--- src/bru_pkg.sv ---
// Shared widths and encodings; opcode values are the LA32R major field in bits 31..26
package bru_pkg;

	// ------------------------------------------------------------
	// Sizes
	// ------------------------------------------------------------
	localparam int LANES = 2;
	localparam int XLEN  = 32;
	localparam int REG_W = 5;

	// Link register r1
	localparam logic [REG_W-1:0] RA_INDEX = 5'd1;

	// ------------------------------------------------------------
	// Encodings
	// ------------------------------------------------------------
	// Branch major opcodes, anything else is not a branch
	typedef enum logic [5:0] {
		OP_JIRL = 6'b010011,
		OP_B    = 6'b010100,
		OP_BL   = 6'b010101,
		OP_BEQ  = 6'b010110,
		OP_BNE  = 6'b010111,
		OP_BLT  = 6'b011000,
		OP_BGE  = 6'b011001,
		OP_BLTU = 6'b011010,
		OP_BGEU = 6'b011011
	} opcode_t;

	typedef enum logic [1:0] {
		BR_NONE,
		BR_IMM,   // b, bl with 26-bit offset
		BR_IND,   // jirl
		BR_COND
	} br_kind_t;

	typedef enum logic [2:0] {
		CMP_EQ,
		CMP_NE,
		CMP_LT,
		CMP_GE,
		CMP_LTU,
		CMP_GEU,
		CMP_NONE
	} cmp_t;

	// Predictor update class
	typedef enum logic [1:0] {
		CLS_RELATIVE,
		CLS_ABSOLUTE,
		CLS_CALL,
		CLS_RETURN
	} br_class_t;

endpackage

--- src/branch_resolve.sv ---
// One resolve lane, purely combinational; fall-through is always pc+4
`timescale 1ns/100ps

module branch_resolve (
	input  logic                        valid_i,
	input  logic [bru_pkg::XLEN-1:0]    pc_i,
	input  logic [bru_pkg::XLEN-1:0]    rj_i,
	input  logic [bru_pkg::XLEN-1:0]    rd_i,
	input  bru_pkg::br_kind_t           kind_i,
	input  bru_pkg::cmp_t               cmp_i,
	input  logic [bru_pkg::XLEN-1:0]    offs16_i,
	input  logic [bru_pkg::XLEN-1:0]    offs26_i,
	input  logic [bru_pkg::REG_W-1:0]   rj_idx_i,
	input  logic [bru_pkg::REG_W-1:0]   rd_idx_i,
	input  logic                        link_i,
	input  logic                        pred_taken_i,
	input  logic [bru_pkg::XLEN-1:0]    pred_target_i,
	output logic                        is_branch_o,
	output logic                        taken_o,
	output logic [bru_pkg::XLEN-1:0]    target_o,
	output logic                        mispredict_o,
	output bru_pkg::br_class_t          class_o,
	output logic [bru_pkg::XLEN-1:0]    link_pc_o
);

	logic [bru_pkg::XLEN-1:0] pc_next;

	assign pc_next     = pc_i + 32'd4;
	assign link_pc_o   = pc_next;
	assign is_branch_o = valid_i && kind_i != bru_pkg::BR_NONE;

	// ------------------------------------------------------------
	// Direction
	// ------------------------------------------------------------
	always_comb begin
		case (kind_i)
			bru_pkg::BR_COND: begin
				case (cmp_i)
					bru_pkg::CMP_EQ:  taken_o = rj_i == rd_i;
					bru_pkg::CMP_NE:  taken_o = rj_i != rd_i;
					bru_pkg::CMP_LT:  taken_o = $signed(rj_i) < $signed(rd_i);
					bru_pkg::CMP_GE:  taken_o = $signed(rj_i) >= $signed(rd_i);
					bru_pkg::CMP_LTU: taken_o = rj_i < rd_i;
					bru_pkg::CMP_GEU: taken_o = rj_i >= rd_i;
					default:          taken_o = 1'b0;
				endcase
			end
			bru_pkg::BR_IMM,
			bru_pkg::BR_IND: taken_o = 1'b1;
			default:         taken_o = 1'b0;
		endcase
	end

	// Target
	always_comb begin
		case (kind_i)
			bru_pkg::BR_IMM:  target_o = pc_i + offs26_i;
			bru_pkg::BR_IND:  target_o = rj_i + offs16_i;
			bru_pkg::BR_COND: target_o = taken_o ? pc_i + offs16_i : pc_next;
			default:          target_o = pc_next;
		endcase
	end

	// Wrong direction, or taken both ways to different places
	assign mispredict_o = (pred_taken_i != taken_o) ||
		(pred_taken_i && taken_o && pred_target_i != target_o);

	// ------------------------------------------------------------
	// Classification
	// ------------------------------------------------------------
	always_comb begin
		if ((kind_i == bru_pkg::BR_IND && rd_idx_i == bru_pkg::RA_INDEX) || link_i) begin
			class_o = bru_pkg::CLS_CALL;
		end else if (kind_i == bru_pkg::BR_IND && rj_idx_i == bru_pkg::RA_INDEX &&
			offs16_i == '0) begin
			class_o = bru_pkg::CLS_RETURN;
		end else if (kind_i == bru_pkg::BR_IMM || kind_i == bru_pkg::BR_IND) begin
			class_o = bru_pkg::CLS_ABSOLUTE;
		end else begin
			class_o = bru_pkg::CLS_RELATIVE;
		end
	end

	// Idle lanes come from issue with no kind and no prediction
	always_comb begin
		a_idle_miss: assert final (valid_i || !mispredict_o)
			else $error("mispredict on an idle lane");
	end

endmodule

--- src/bru_issue.sv ---
// Issue register for one group; flush beats stall, payload fields are not reset
`timescale 1ns/100ps

module bru_issue (
	input  logic                                           clk,
	input  logic                                           arst_n_i,
	input  logic                                           stall_i,
	input  logic                                           csr_flush_i,
	input  logic [bru_pkg::LANES-1:0]                      group_valid_i,
	input  logic [bru_pkg::LANES-1:0][bru_pkg::XLEN-1:0]   pc_i,
	input  logic [bru_pkg::LANES-1:0][31:0]                inst_i,
	input  logic [bru_pkg::LANES-1:0][bru_pkg::XLEN-1:0]   rj_i,
	input  logic [bru_pkg::LANES-1:0][bru_pkg::XLEN-1:0]   rd_i,
	input  logic [bru_pkg::LANES-1:0]                      pred_taken_i,
	input  logic [bru_pkg::LANES-1:0][bru_pkg::XLEN-1:0]   pred_target_i,
	output logic [bru_pkg::LANES-1:0]                      valid_o,
	output logic [bru_pkg::LANES-1:0][bru_pkg::XLEN-1:0]   pc_o,
	output logic [bru_pkg::LANES-1:0][bru_pkg::XLEN-1:0]   rj_o,
	output logic [bru_pkg::LANES-1:0][bru_pkg::XLEN-1:0]   rd_o,
	output bru_pkg::br_kind_t [bru_pkg::LANES-1:0]         kind_o,
	output bru_pkg::cmp_t [bru_pkg::LANES-1:0]             cmp_o,
	output logic [bru_pkg::LANES-1:0][bru_pkg::XLEN-1:0]   offs16_o,
	output logic [bru_pkg::LANES-1:0][bru_pkg::XLEN-1:0]   offs26_o,
	output logic [bru_pkg::LANES-1:0][bru_pkg::REG_W-1:0]  rj_idx_o,
	output logic [bru_pkg::LANES-1:0][bru_pkg::REG_W-1:0]  rd_idx_o,
	output logic [bru_pkg::LANES-1:0]                      link_o,
	output logic [bru_pkg::LANES-1:0]                      pred_taken_o,
	output logic [bru_pkg::LANES-1:0][bru_pkg::XLEN-1:0]   pred_target_o
);

	bru_pkg::br_kind_t [bru_pkg::LANES-1:0] kind_d;
	bru_pkg::cmp_t [bru_pkg::LANES-1:0]     cmp_d;

	// ------------------------------------------------------------
	// Decode
	// ------------------------------------------------------------
	always_comb begin
		for (int k = 0; k < bru_pkg::LANES; k++) begin
			kind_d[k] = bru_pkg::BR_NONE;
			cmp_d[k]  = bru_pkg::CMP_NONE;
			case (bru_pkg::opcode_t'(inst_i[k][31:26]))
				bru_pkg::OP_JIRL: kind_d[k] = bru_pkg::BR_IND;
				bru_pkg::OP_B,
				bru_pkg::OP_BL:   kind_d[k] = bru_pkg::BR_IMM;
				bru_pkg::OP_BEQ:  cmp_d[k] = bru_pkg::CMP_EQ;
				bru_pkg::OP_BNE:  cmp_d[k] = bru_pkg::CMP_NE;
				bru_pkg::OP_BLT:  cmp_d[k] = bru_pkg::CMP_LT;
				bru_pkg::OP_BGE:  cmp_d[k] = bru_pkg::CMP_GE;
				bru_pkg::OP_BLTU: cmp_d[k] = bru_pkg::CMP_LTU;
				bru_pkg::OP_BGEU: cmp_d[k] = bru_pkg::CMP_GEU;
				default: ;
			endcase
			// Any compare means a conditional branch
			if (cmp_d[k] != bru_pkg::CMP_NONE) begin
				kind_d[k] = bru_pkg::BR_COND;
			end
		end
	end

	// ------------------------------------------------------------
	// Issue register
	// ------------------------------------------------------------
	// Idle lanes carry no kind and no prediction
	always_ff @(posedge clk or negedge arst_n_i) begin
		if (!arst_n_i) begin
			valid_o      <= '0;
			pred_taken_o <= '0;
			for (int k = 0; k < bru_pkg::LANES; k++) begin
				kind_o[k] <= bru_pkg::BR_NONE;
			end
		end else if (csr_flush_i) begin
			valid_o      <= '0;
			pred_taken_o <= '0;
			for (int k = 0; k < bru_pkg::LANES; k++) begin
				kind_o[k] <= bru_pkg::BR_NONE;
			end
		end else if (!stall_i) begin
			valid_o      <= group_valid_i;
			pred_taken_o <= group_valid_i & pred_taken_i;
			for (int k = 0; k < bru_pkg::LANES; k++) begin
				kind_o[k] <= group_valid_i[k] ? kind_d[k] : bru_pkg::BR_NONE;
			end
		end
	end

	always_ff @(posedge clk) begin
		if (!stall_i) begin
			for (int k = 0; k < bru_pkg::LANES; k++) begin
				pc_o[k]          <= pc_i[k];
				rj_o[k]          <= rj_i[k];
				rd_o[k]          <= rd_i[k];
				cmp_o[k]         <= cmp_d[k];
				// offs16 is inst[25:10], offs26 puts inst[9:0] on top
				offs16_o[k]      <= {{14{inst_i[k][25]}}, inst_i[k][25:10], 2'b00};
				offs26_o[k]      <= {{4{inst_i[k][9]}}, inst_i[k][9:0], inst_i[k][25:10], 2'b00};
				rj_idx_o[k]      <= inst_i[k][9:5];
				rd_idx_o[k]      <= inst_i[k][4:0];
				link_o[k]        <= inst_i[k][31:26] == bru_pkg::OP_BL;
				pred_target_o[k] <= pred_target_i[k];
			end
		end
	end

	for (genvar k = 0; k < bru_pkg::LANES; k++) begin : g_chk
		a_idle_kind: assert property (@(posedge clk) disable iff (!arst_n_i)
			!valid_o[k] |-> kind_o[k] == bru_pkg::BR_NONE)
			else $error("lane %0d idle with a branch kind", k);
	end

endmodule

--- src/bru_redirect.sv ---
// Oldest-first redirect; CSR flush wins over stall, update pc is taken as link minus 4
`timescale 1ns/100ps

module bru_redirect (
	input  logic                                           clk,
	input  logic                                           arst_n_i,
	input  logic                                           stall_i,
	input  logic                                           csr_flush_i,
	input  logic [bru_pkg::XLEN-1:0]                       csr_target_i,
	input  logic [bru_pkg::LANES-1:0]                      valid_i,
	input  logic [bru_pkg::LANES-1:0]                      is_branch_i,
	input  logic [bru_pkg::LANES-1:0]                      taken_i,
	input  logic [bru_pkg::LANES-1:0][bru_pkg::XLEN-1:0]   target_i,
	input  logic [bru_pkg::LANES-1:0]                      mispredict_i,
	input  bru_pkg::br_class_t [bru_pkg::LANES-1:0]        class_i,
	input  logic [bru_pkg::LANES-1:0][bru_pkg::XLEN-1:0]   link_i,
	output logic                                           redirect_o,
	output logic [bru_pkg::XLEN-1:0]                       redirect_pc_o,
	output logic [bru_pkg::LANES-1:0]                      upd_valid_o,
	output logic [bru_pkg::LANES-1:0][bru_pkg::XLEN-1:0]   upd_pc_o,
	output logic [bru_pkg::LANES-1:0]                      upd_taken_o,
	output logic [bru_pkg::LANES-1:0][bru_pkg::XLEN-1:0]   upd_target_o,
	output bru_pkg::br_class_t [bru_pkg::LANES-1:0]        upd_class_o,
	output logic [bru_pkg::LANES-1:0][bru_pkg::XLEN-1:0]   link_o
);

	logic                             redirect_d;
	logic [bru_pkg::XLEN-1:0]         redirect_pc_d;
	logic [bru_pkg::LANES-1:0]        upd_valid_d;

	// ------------------------------------------------------------
	// Priority scan, lane 0 oldest
	// ------------------------------------------------------------
	always_comb begin
		logic older_miss;
		older_miss    = 1'b0;
		redirect_d    = 1'b0;
		redirect_pc_d = '0;
		for (int k = 0; k < bru_pkg::LANES; k++) begin
			upd_valid_d[k] = valid_i[k] && is_branch_i[k] && !older_miss;
			if (valid_i[k] && mispredict_i[k] && !older_miss) begin
				redirect_d    = 1'b1;
				redirect_pc_d = target_i[k];
			end
			older_miss = older_miss || (valid_i[k] && mispredict_i[k]);
		end
		if (csr_flush_i) begin
			redirect_d    = 1'b1;
			redirect_pc_d = csr_target_i;
			upd_valid_d   = '0;
		end else if (stall_i) begin
			redirect_d    = 1'b0;
			redirect_pc_d = '0;
			upd_valid_d   = '0;
		end
	end

	// ------------------------------------------------------------
	// Output registers
	// ------------------------------------------------------------
	always_ff @(posedge clk or negedge arst_n_i) begin
		if (!arst_n_i) begin
			redirect_o  <= 1'b0;
			upd_valid_o <= '0;
		end else begin
			redirect_o  <= redirect_d;
			upd_valid_o <= upd_valid_d;
		end
	end

	always_ff @(posedge clk) begin
		redirect_pc_o <= redirect_pc_d;
		for (int k = 0; k < bru_pkg::LANES; k++) begin
			if (stall_i) begin
				upd_pc_o[k]     <= '0;
				upd_taken_o[k]  <= 1'b0;
				upd_target_o[k] <= '0;
				upd_class_o[k]  <= bru_pkg::CLS_RELATIVE;
				link_o[k]       <= '0;
			end else begin
				upd_pc_o[k]     <= link_i[k] - 32'd4;
				upd_taken_o[k]  <= taken_i[k];
				upd_target_o[k] <= target_i[k];
				upd_class_o[k]  <= class_i[k];
				link_o[k]       <= link_i[k];
			end
		end
	end

	// No update behind a mispredicting lane, one cycle later
	for (genvar j = 0; j < bru_pkg::LANES - 1; j++) begin : g_chk
		a_young_upd: assert property (@(posedge clk) disable iff (!arst_n_i)
			valid_i[j] && mispredict_i[j] |=> upd_valid_o[bru_pkg::LANES-1:j+1] == '0)
			else $error("update behind mispredicting lane %0d", j);
	end

endmodule

--- src/bru_top.sv ---
// Branch feedback stage top; one cycle from issue capture to registered redirect
`timescale 1ns/100ps

module bru_top (
	input  logic                                           clk,
	input  logic                                           arst_n_i,
	input  logic [bru_pkg::LANES-1:0]                      group_valid_i,
	input  logic [bru_pkg::LANES-1:0][bru_pkg::XLEN-1:0]   pc_i,
	input  logic [bru_pkg::LANES-1:0][31:0]                inst_i,
	input  logic [bru_pkg::LANES-1:0][bru_pkg::XLEN-1:0]   rj_i,
	input  logic [bru_pkg::LANES-1:0][bru_pkg::XLEN-1:0]   rd_i,
	input  logic [bru_pkg::LANES-1:0]                      pred_taken_i,
	input  logic [bru_pkg::LANES-1:0][bru_pkg::XLEN-1:0]   pred_target_i,
	input  logic                                           stall_i,
	input  logic                                           csr_flush_i,
	input  logic [bru_pkg::XLEN-1:0]                       csr_target_i,
	output logic                                           redirect_o,
	output logic [bru_pkg::XLEN-1:0]                       redirect_pc_o,
	output logic [bru_pkg::LANES-1:0]                      upd_valid_o,
	output logic [bru_pkg::LANES-1:0][bru_pkg::XLEN-1:0]   upd_pc_o,
	output logic [bru_pkg::LANES-1:0]                      upd_taken_o,
	output logic [bru_pkg::LANES-1:0][bru_pkg::XLEN-1:0]   upd_target_o,
	output bru_pkg::br_class_t [bru_pkg::LANES-1:0]        upd_class_o,
	output logic [bru_pkg::LANES-1:0][bru_pkg::XLEN-1:0]   link_o
);

	// Issue register outputs
	logic [bru_pkg::LANES-1:0]                      iss_valid;
	logic [bru_pkg::LANES-1:0][bru_pkg::XLEN-1:0]   iss_pc;
	logic [bru_pkg::LANES-1:0][bru_pkg::XLEN-1:0]   iss_rj;
	logic [bru_pkg::LANES-1:0][bru_pkg::XLEN-1:0]   iss_rd;
	bru_pkg::br_kind_t [bru_pkg::LANES-1:0]         iss_kind;
	bru_pkg::cmp_t [bru_pkg::LANES-1:0]             iss_cmp;
	logic [bru_pkg::LANES-1:0][bru_pkg::XLEN-1:0]   iss_offs16;
	logic [bru_pkg::LANES-1:0][bru_pkg::XLEN-1:0]   iss_offs26;
	logic [bru_pkg::LANES-1:0][bru_pkg::REG_W-1:0]  iss_rj_idx;
	logic [bru_pkg::LANES-1:0][bru_pkg::REG_W-1:0]  iss_rd_idx;
	logic [bru_pkg::LANES-1:0]                      iss_link;
	logic [bru_pkg::LANES-1:0]                      iss_pred_taken;
	logic [bru_pkg::LANES-1:0][bru_pkg::XLEN-1:0]   iss_pred_target;

	// Lane results
	logic [bru_pkg::LANES-1:0]                      res_is_branch;
	logic [bru_pkg::LANES-1:0]                      res_taken;
	logic [bru_pkg::LANES-1:0][bru_pkg::XLEN-1:0]   res_target;
	logic [bru_pkg::LANES-1:0]                      res_mispredict;
	bru_pkg::br_class_t [bru_pkg::LANES-1:0]        res_class;
	logic [bru_pkg::LANES-1:0][bru_pkg::XLEN-1:0]   res_link;

	bru_issue u_issue (
		.clk           (clk),
		.arst_n_i      (arst_n_i),
		.stall_i       (stall_i),
		.csr_flush_i   (csr_flush_i),
		.group_valid_i (group_valid_i),
		.pc_i          (pc_i),
		.inst_i        (inst_i),
		.rj_i          (rj_i),
		.rd_i          (rd_i),
		.pred_taken_i  (pred_taken_i),
		.pred_target_i (pred_target_i),
		.valid_o       (iss_valid),
		.pc_o          (iss_pc),
		.rj_o          (iss_rj),
		.rd_o          (iss_rd),
		.kind_o        (iss_kind),
		.cmp_o         (iss_cmp),
		.offs16_o      (iss_offs16),
		.offs26_o      (iss_offs26),
		.rj_idx_o      (iss_rj_idx),
		.rd_idx_o      (iss_rd_idx),
		.link_o        (iss_link),
		.pred_taken_o  (iss_pred_taken),
		.pred_target_o (iss_pred_target)
	);

	for (genvar k = 0; k < bru_pkg::LANES; k++) begin : g_lane
		branch_resolve u_resolve (
			.valid_i       (iss_valid[k]),
			.pc_i          (iss_pc[k]),
			.rj_i          (iss_rj[k]),
			.rd_i          (iss_rd[k]),
			.kind_i        (iss_kind[k]),
			.cmp_i         (iss_cmp[k]),
			.offs16_i      (iss_offs16[k]),
			.offs26_i      (iss_offs26[k]),
			.rj_idx_i      (iss_rj_idx[k]),
			.rd_idx_i      (iss_rd_idx[k]),
			.link_i        (iss_link[k]),
			.pred_taken_i  (iss_pred_taken[k]),
			.pred_target_i (iss_pred_target[k]),
			.is_branch_o   (res_is_branch[k]),
			.taken_o       (res_taken[k]),
			.target_o      (res_target[k]),
			.mispredict_o  (res_mispredict[k]),
			.class_o       (res_class[k]),
			.link_pc_o     (res_link[k])
		);
	end

	bru_redirect u_redirect (
		.clk           (clk),
		.arst_n_i      (arst_n_i),
		.stall_i       (stall_i),
		.csr_flush_i   (csr_flush_i),
		.csr_target_i  (csr_target_i),
		.valid_i       (iss_valid),
		.is_branch_i   (res_is_branch),
		.taken_i       (res_taken),
		.target_i      (res_target),
		.mispredict_i  (res_mispredict),
		.class_i       (res_class),
		.link_i        (res_link),
		.redirect_o    (redirect_o),
		.redirect_pc_o (redirect_pc_o),
		.upd_valid_o   (upd_valid_o),
		.upd_pc_o      (upd_pc_o),
		.upd_taken_o   (upd_taken_o),
		.upd_target_o  (upd_target_o),
		.upd_class_o   (upd_class_o),
		.link_o        (link_o)
	);

endmodule

--- config.mk ---
export PLATFORM = sky130hd
export DESIGN_NAME = bru_top
export DESIGN_NICKNAME = d
export VERILOG_FILES = /design/src/bru_pkg.sv /design/src/branch_resolve.sv /design/src/bru_issue.sv /design/src/bru_redirect.sv /design/src/bru_top.sv
export SDC_FILE = /design/constraint.sdc
export NUM_CORES = 1
export LEC_CHECK = 0
export BUFFER_PORTS_ARGS = -buffer_cell sky130_fd_sc_hd__clkbuf_2
export CAP_MARGIN = 5
export CELL_PAD_IN_SITES_DETAIL_PLACEMENT = 0
export CELL_PAD_IN_SITES_GLOBAL_PLACEMENT = 2
export CORE_MARGIN = 1.5
export CORE_UTILIZATION = 35
export DETAILED_ROUTE_END_ITERATION = 7
export PLACE_DENSITY_LB_ADDON = 0.3
export SETUP_SLACK_MARGIN = 0.5
export SLEW_MARGIN = 40
export SYNTH_ARGS = -nofsm -noshare
export SYNTH_HDL_FRONTEND = slang
export SYNTH_SLANG_ARGS = --single-unit
--- constraint.sdc ---
create_clock -name clk -period 7.55 [get_ports clk]
set_clock_uncertainty 0.15 [all_clocks]
set_input_delay 0 -clock clk [delete_from_list [all_inputs] [get_ports clk]]
set_output_delay 0 -clock clk [all_outputs]
set_load 0.01 [all_outputs]
==> impl_metrics.env, run 1 <==
export IMPL_critical_path_max_stage_delay_ns=0.54
export IMPL_outcome="complete, no violations"
export IMPL_finalCriticalPeriod_ns=6.73
export IMPL_numPlacedInstances=5172
export IMPL_layout_cells_non_filler=6029
export IMPL_setup_viol=0
export IMPL_grt_pass1_wl_microns=222000
export IMPL_crit_path_cell_trace="ha_1, a211oi_1, o21ai_0, a211oi_1, o211ai_1, o211a_1, or2_2, o31ai_4, nand2_4, inv_6, ha_1, nor4_1, nand4_1, nand4b_1, or4_1, nor4_2, nand4_1, nor4_2, o2111ai_1, or4_4, o31a_4, nand2_8, o221ai_1"
export IMPL_yosysTopAreaCell="edfxtp_1"
export IMPL_fillerInstances=8718
export IMPL_root_buffer="clkbuf_16"
export IMPL_critical_path_peak_fanout=11
export IMPL_grt_pass1_vias=33000
export IMPL_grtUsageTotal_pct=32.1
export IMPL_clkTransAtPathRegs_ns=0.06
export IMPL_synth_fp_nets=3947
export IMPL_hold_path_endpoint="u_issue.pred_target_o[38]"
export IMPL_start_util_pct=35.3
export IMPL_synth_area_leaders="edfxtp_1 (29%), dfxtp_1 (14%), ha_1 (8.3%)"
export IMPL_synth_cell_types=110
export IMPL_synth_top_area_share_pct=28.9
export IMPL_synthesis_area_sq_um=32800
export IMPL_slew_limit_headroom_pct=39.0
export IMPL_rrSetupSlack_ns=0.82
export IMPL_cellLeakagePower_nw=19.8
export IMPL_cts_tree="done"
export IMPL_irDropWorstVdd_mv=0.184
export IMPL_total_number_of_vias=33000
export IMPL_place_port_buffers=592
export IMPL_cp_start_kind="flip-flop"
export IMPL_timing_max_cap_violations=0
export IMPL_slew_viol_final=0
export IMPL_die_area_sq_um=95600
export IMPL_wl_per_cell_microns=26.1
export IMPL_ys_warnings_count=0
export IMPL_final_antenna_net_count=0
export IMPL_cts_sinks=553
export IMPL_yosys_cell_count_top_type="nor2_1"
export IMPL_total_negative_setup_slacks_ns=0
export IMPL_clk_insertion_delay_late_ns=0.65
export IMPL_power_density_nw_per_um2=202
export IMPL_number_of_buffer_and_inverter_instances_along_the_worst_setup_path=1
export IMPL_hold_path_depth=2
export IMPL_max_clock_path_buffers=3
export IMPL_min_delay_path_class="in -> reg"
export IMPL_synth_edff_count=316
export IMPL_fin_crit_share_pct=89.1
export IMPL_synth_common_cells="nor2_1 (325), edfxtp_1 (316), nand2_1 (270), dfxtp_1 (226), ha_1 (218)"
export IMPL_crit_path_leading_delay_family="simple AND/OR/NAND/NOR gates"
export IMPL_grt_setup_unrepaired="no"
export IMPL_drive_gt1_share_pct=19.2
export IMPL_postSynthCellCount=3365
export IMPL_post_synth_cell_area_avg_sq_um=9.75
export IMPL_max_clock_freq_ghz=0.149
export IMPL_crit_type="reg -> reg"
export IMPL_postSynthRegisterBits=553
export IMPL_synth_sequential_area_ratio_pct=43.5
export IMPL_worst_r2r_path_depth=23
export IMPL_timing_hold_worst_start="pred_target_i[38]"
export IMPL_die_boundary_width_microns=309
export IMPL_finalNetCount=5302
export IMPL_postSynth_asyncResetShare_pct=1.99
export IMPL_grt_max_degree=130
export IMPL_dp_hpwl_microns=121000
export IMPL_drt_vias_per_instance=5.47
export IMPL_slew_of_the_pin_with_the_lowest_slew_margin_ns=0.913
export IMPL_cts_inserted_buffers=66
export IMPL_ctsHtreeMaxLevel=3
export IMPL_dr_pass1_iters=6
export IMPL_crit_slowest_cell="or4_1"
export IMPL_r2r_start="u_issue.rj_o[25]"
export IMPL_timing_hold_violations_final=0
export IMPL_routabilityCongestion=0.978
export IMPL_routed_wl_microns=157000
export IMPL_endpoint_of_the_most_critical_register_to_register_path="u_redirect.redirect_pc_o[0]"
export IMPL_row_count=112
export IMPL_crit_arrival_ns=7.07
export IMPL_area_growth_synth_to_final_pct=44.1
export IMPL_fp_coreArea_sq_um=93000
export IMPL_detail_route_iter0_violations=2694
export IMPL_yosys_most_used_dff="edfxtp_1"
export IMPL_drcViolationCount=0
export IMPL_die_y_microns=309
export IMPL_grt_overflow=0
export IMPL_pin_count=593
export IMPL_antenna_violations_before_repair=10
export IMPL_setup_worst_path_end_class="flip-flop"
export IMPL_critPathRequiredTime_ns=7.89
export IMPL_totalPowerFinal_mw=9.54
[final cells by class]
| class | count | area, sq um | area share, % |
|---|---|---|---|
| clock buffer | 89 | 1950 | 4.12 |
| inverter | 158 | 611 | 1.29 |
| tap | 1254 | 1570 | 3.32 |
| clock inverter | 31 | 307 | 0.648 |
| antenna | 3 | 7.51 | 0.0159 |
| timing repair buffer | 1413 | 11000 | 23.2 |
| multi-input combinational | 2528 | 17600 | 37.2 |
| sequential | 553 | 14300 | 30.2 |
[state kept, by name, summed over array words and instances, names as in the netlist, 4 cells and up]
name and flops:
u_redirect.link_o 64, u_redirect.upd_class_o 4, u_issue.rj_o 64, u_redirect.redirect_pc_o 32, u_issue.pc_o 64, u_issue.offs26_o 4, u_issue.rj_idx_o 10, u_issue.rd_idx_o 8
u_issue.kind_o 4, u_redirect.upd_pc_o 60, u_redirect.upd_target_o 64, u_issue.pred_target_o 64, u_issue.rd_o 64, u_issue.offs16_o 30, u_issue.cmp_o 6
[per-layer routing]
metal	global-route usage (%)	part of all wire [%]	vias to the layer above	wire length [microns]
met4	17.0	5.8	4	9150
met1	37.2	39	16100	60700
met2	57.3	50	1244	78700
met3	4.17	5.4	335	8500
li1	-	-	15400	-
met5	0	0.017	-	26
[cells by family (layout without fill, tap and decap cells)]
family | count (synthesis) | after routing | synth area share, %
multiplexers | 30 | 30 | 0.946
buffers and inverters | 286 | 1691 | 3.48
adder cells (fa/ha/maj) | 222 | 222 | 8.56
other | 0 | 3 | 0
XOR/XNOR | 241 | 241 | 6.43
AND/OR/NAND/NOR | 1133 | 1135 | 17.2
flip-flops | 553 | 553 | 43.5
AO/OA/AOI/OAI | 900 | 900 | 19.8
[how the worst max path moves through the flow]
stage,startpoint,depth (start not counted),to,slack [ns]
2_1_floorplan,u_issue.rj_o[46],24,u_redirect.redirect_pc_o[22],1.52
3_3_place_gp,u_issue.rj_o[31],23,u_redirect.redirect_pc_o[0],0.47
3_5_place_dp,u_issue.rj_o[31],23,u_redirect.redirect_pc_o[0],0.23
4_1_cts,u_issue.rj_o[23],24,u_redirect.redirect_pc_o[11],0.52
5_1_grt,u_issue.rj_o[23],25,u_redirect.redirect_pc_o[13],0.54
6_report,u_issue.rj_o[25],23,u_redirect.redirect_pc_o[0],0.82
[power by group]
group	internal, mW	switching, mW
Clock	1.99	1.34
Combinational	1.06	1.49
Sequential	3.43	0.229
[stage by stage]
step                hold slack [ns]  setup WS, ns  cell area, sq um  util (%)
finish                       0.0435         0.823             47300      50.8
global route                 0.0499         0.544             47300      50.8
CTS                          0.0217         0.521             47200      50.7
detailed placement           -0.188         0.234             37600      40.4
global placement             -0.191         0.474             37500      40.3
floorplan                    -0.446          1.52             32800         -
[placed cells by master (no fill, tap or decap), drive strengths merged, types with 17 or more instances in the layout]
| cell type | instances |
|---|---|
| nand2b | 42 |
| o22ai | 19 |
| o211ai | 34 |
| nand4 | 63 |
| dlygate4sd3 | 728 |
| inv | 160 |
| a21o | 69 |
| or3 | 44 |
| clkinv | 20 |
| or2 | 23 |
| ha | 218 |
| mux2i | 25 |
| o21ai | 149 |
| nand3 | 98 |
| buf | 93 |
| nor2 | 326 |
| a21oi | 192 |
| o221ai | 33 |
| a2111oi | 17 |
| dfxtp | 226 |
| nor2b | 34 |
| a221oi | 42 |
| xnor2 | 149 |
| edfxtp | 316 |
| nor4 | 28 |
| nand2 | 275 |
| and3 | 45 |
| a211oi | 38 |
| a22oi | 25 |
| a31oi | 34 |
| o21a | 23 |
| nor3 | 54 |
| clkbuf | 681 |
| and2 | 35 |
| xor2 | 92 |
[timing repair]
| item | CTS | global route |
|---|---|---|
| hold endpoints to repair | 439 | 0 |
| gates resized for setup | 2 | 6 |
| setup buffers | 1 | 2 |
| endpoints found under the setup margin | 33 | 34 |
| hold buffers | 728 | 0 |
| pin swaps | 1 | 3 |
| gates cloned | 2 | 0 |
(Power assumes the default switching activity.)
==> run 2: changes to the inputs <==
==> constraint.sdc (replaced) <==
create_clock -name clk -period 7.55 [get_ports clk]
set_clock_uncertainty 0.15 [all_clocks]
set_input_delay 1.51 -clock clk [delete_from_list [all_inputs] [get_ports clk]]
set_output_delay 1.51 -clock clk [all_outputs]
set_load 0.01 [all_outputs]
==> run 2 against run 1 <==
- flip-flop and latch count is the same
- highest routed layer unchanged
- maximum frequency shrank 0.94%
- final cell count fell by 12%
- largest power group unchanged
- largest cell class unchanged
==> impl_metrics.env, run 2 (synthesis results as in run 1) <==
export IMPL_outcome="complete, no violations"
export IMPL_power_density_nw_per_um2=229
export IMPL_fin_crit_share_pct=89.9
export IMPL_crit_arrival_ns=7.19
export IMPL_total_negative_setup_slacks_ns=0
export IMPL_final_antenna_net_count=0
export IMPL_slew_of_the_pin_with_the_lowest_slew_margin_ns=0.906
export IMPL_grtUsageTotal_pct=30.5
export IMPL_die_boundary_width_microns=309
export IMPL_grt_setup_unrepaired="no"
export IMPL_finalCriticalPeriod_ns=6.79
export IMPL_grt_max_degree=181
export IMPL_pin_count=593
export IMPL_critPathRequiredTime_ns=7.95
export IMPL_antenna_violations_before_repair=11
export IMPL_detail_route_iter0_violations=2438
export IMPL_total_number_of_vias=30200
export IMPL_cts_sinks=553
export IMPL_grt_pass1_vias=29500
export IMPL_power_clock_fraction_pct=35.6
export IMPL_rrSetupSlack_ns=0.76
export IMPL_dp_hpwl_microns=120000
export IMPL_grt_pass1_wl_microns=208000
export IMPL_drt_vias_per_instance=5.69
export IMPL_hold_path_depth=1
export IMPL_seqPwrFrac_pct=40.0
export IMPL_drcViolationCount=0
export IMPL_crit_type="reg -> reg"
export IMPL_critical_path_peak_fanout=21
export IMPL_fp_coreArea_sq_um=93000
export IMPL_internal_power_component_mw=6.15
export IMPL_most_common_cell_after_layout_fill_and_taps_aside="clkbuf_2"
export IMPL_cellLeakagePower_nw=16.8
export IMPL_netSwitchingPower_mw=3.01
export IMPL_timing_hold_violations_final=0
export IMPL_irDropWorstVdd_mv=0.198
export IMPL_grt_overflow=0
export IMPL_max_clock_path_buffers=3
export IMPL_totalPowerFinal_mw=9.16
export IMPL_routed_wl_microns=149000
export IMPL_row_count=112
export IMPL_setup_worst_path_end_class="flip-flop"
export IMPL_endpoint_of_the_most_critical_register_to_register_path="u_redirect.redirect_pc_o[24]"
export IMPL_setup_viol=0
export IMPL_cp_start_kind="flip-flop"
export IMPL_clk_insertion_delay_late_ns=0.65
export IMPL_sw_frac_of_total_pct=32.9
export IMPL_comb_power_share_pct=24.5
export IMPL_finalNetCount=4579
export IMPL_final_cell_area_sq_um=40000
export IMPL_root_buffer="clkbuf_16"
export IMPL_timing_hold_worst_start="u_issue.pc_o[1]"
export IMPL_die_y_microns=309
export IMPL_hold_path_endpoint="u_redirect.link_o[1]"
export IMPL_area_growth_synth_to_final_pct=22.0
export IMPL_place_port_buffers=592
export IMPL_die_area_sq_um=95600
export IMPL_cts_tree="done"
export IMPL_dr_pass1_iters=5
export IMPL_ctsHtreeMaxLevel=3
export IMPL_max_clock_freq_ghz=0.147
export IMPL_routabilityCongestion=0.978
export IMPL_slew_viol_final=0
export IMPL_cts_inserted_buffers=66
export IMPL_place_area_sq_um=37600
export IMPL_min_delay_path_class="reg -> reg"
export IMPL_clkTransAtPathRegs_ns=0.06
export IMPL_slew_limit_headroom_pct=38.8
export IMPL_timing_max_cap_violations=0
export IMPL_drive_gt1_share_pct=22.8
export IMPL_wl_per_cell_microns=28.1
export IMPL_r2r_start="u_issue.rj_o[23]"
export IMPL_final_cell_mix="clkbuf_2 (591), nor2_1 (325), edfxtp_1 (316)"
export IMPL_ctsHoldBuffers=0
export IMPL_start_util_pct=35.3
export IMPL_worst_r2r_path_depth=25
[run 2: cell types whose count changed in the layout (fill, tap and decap cells not counted), sizes merged]
cell | before | now
clkbuf | 681 | 682
inv | 160 | 165
clkinv | 20 | 19
bufinv | 5 | 3
clkinvlp | 4 | 2
o31a | 11 | 12
buf | 93 | 98
dlygate4sd3 | 728 | 0
diode | 3 | 6
[run 2: through the flow]
step / instances / worst slack [ns] / hold slack (ns) / utilization (%)
3_5_place_dp: 5171 / 0.253 / 0.396 / 40.4
2_1_floorplan: 3365 / 1.06 / 0.307 / -
5_1_grt: 5310 / 0.486 / 0.416 / 43.0
6_report: 5311 / 0.759 / 0.389 / 43.0
3_3_place_gp: 5171 / 0.391 / 0.378 / 40.3
4_1_cts: 5297 / 0.505 / 0.412 / 42.9
[run 2: critical path, cell delays in order, from the launching register on]
cell	delay, ns
edfxtp_1	0.41
ha_1	0.34
nand4_1	0.17
nor4_4	0.29
buf_4	0.18
nand2_2	0.09
a41oi_4	0.31
nor3_1	0.14
or2_2	0.34
o31ai_4	0.42
nand2_4	0.15
inv_6	0.14
ha_1	0.26
nor4_2	0.28
nand4_1	0.12
nand4b_1	0.17
or4_1	0.53
nor4_2	0.26
nand4_1	0.14
nor4_2	0.23
o2111ai_1	0.21
or4_4	0.55
o31ai_4	0.30
nand3_4	0.13
buf_12	0.19
o221ai_2	0.18
[run 2: area by class of cell]
type	count	area [sq um]
clock inverters	31	312
multi-input cells	2529	17600
inverters	158	606
well taps	1254	1570
repair buffers	689	3770
clock buffers	91	1900
flip-flops and latches	553	14300
diodes	6	15.0
fillers	9345	53000
[run 2: worst max path at each step]
stage | startpoint | endpoint | slack, ns | cells past startpoint
6_report | u_issue.rj_o[23] | u_redirect.redirect_pc_o[24] | 0.76 | 25
3_5_place_dp | u_issue.rj_o[31] | u_redirect.redirect_pc_o[0] | 0.25 | 23
4_1_cts | u_issue.rj_o[25] | u_redirect.redirect_pc_o[12] | 0.50 | 24
2_1_floorplan | stall_i | u_issue.cmp_o[0] | 1.06 | 3
5_1_grt | u_issue.rj_o[23] | u_redirect.redirect_pc_o[0] | 0.49 | 25
3_3_place_gp | u_issue.rj_o[31] | u_redirect.redirect_pc_o[0] | 0.39 | 23
[run 2: routing by layer]
metal  track usage (%)  vias up  share of wire [%]
met1              35.9    14700                 39
met3              4.65      337                5.9
met2              53.5     1267                 49
met5                 0        -             0.0087
met4              15.6        2                5.8
li1                  -    13900                  -
[run 2: what timing repair did]
action | 4_1_cts | 5_1_grt
endpoints found under the setup margin | 33 | 34
pin swaps | 3 | 5
buffers inserted | 2 | 5
gates resized for setup | 3 | 4
cloned | 2 | 1
[run 2: power groups by stage]
| stage | clock (mW) | combinational (mW) | sequential (mW) |
|---|---|---|---|
| 5_1_grt | 3.44 | 2.41 | 3.68 |
| 3_5_place_dp | 0 | 2.20 | 3.72 |
| 6_report | 3.26 | 2.24 | 3.66 |
| 4_1_cts | 3.34 | 2.21 | 3.66 |
| 2_1_floorplan | 0 | 1.31 | 3.66 |
| 3_3_place_gp | 0 | 2.21 | 3.72 |
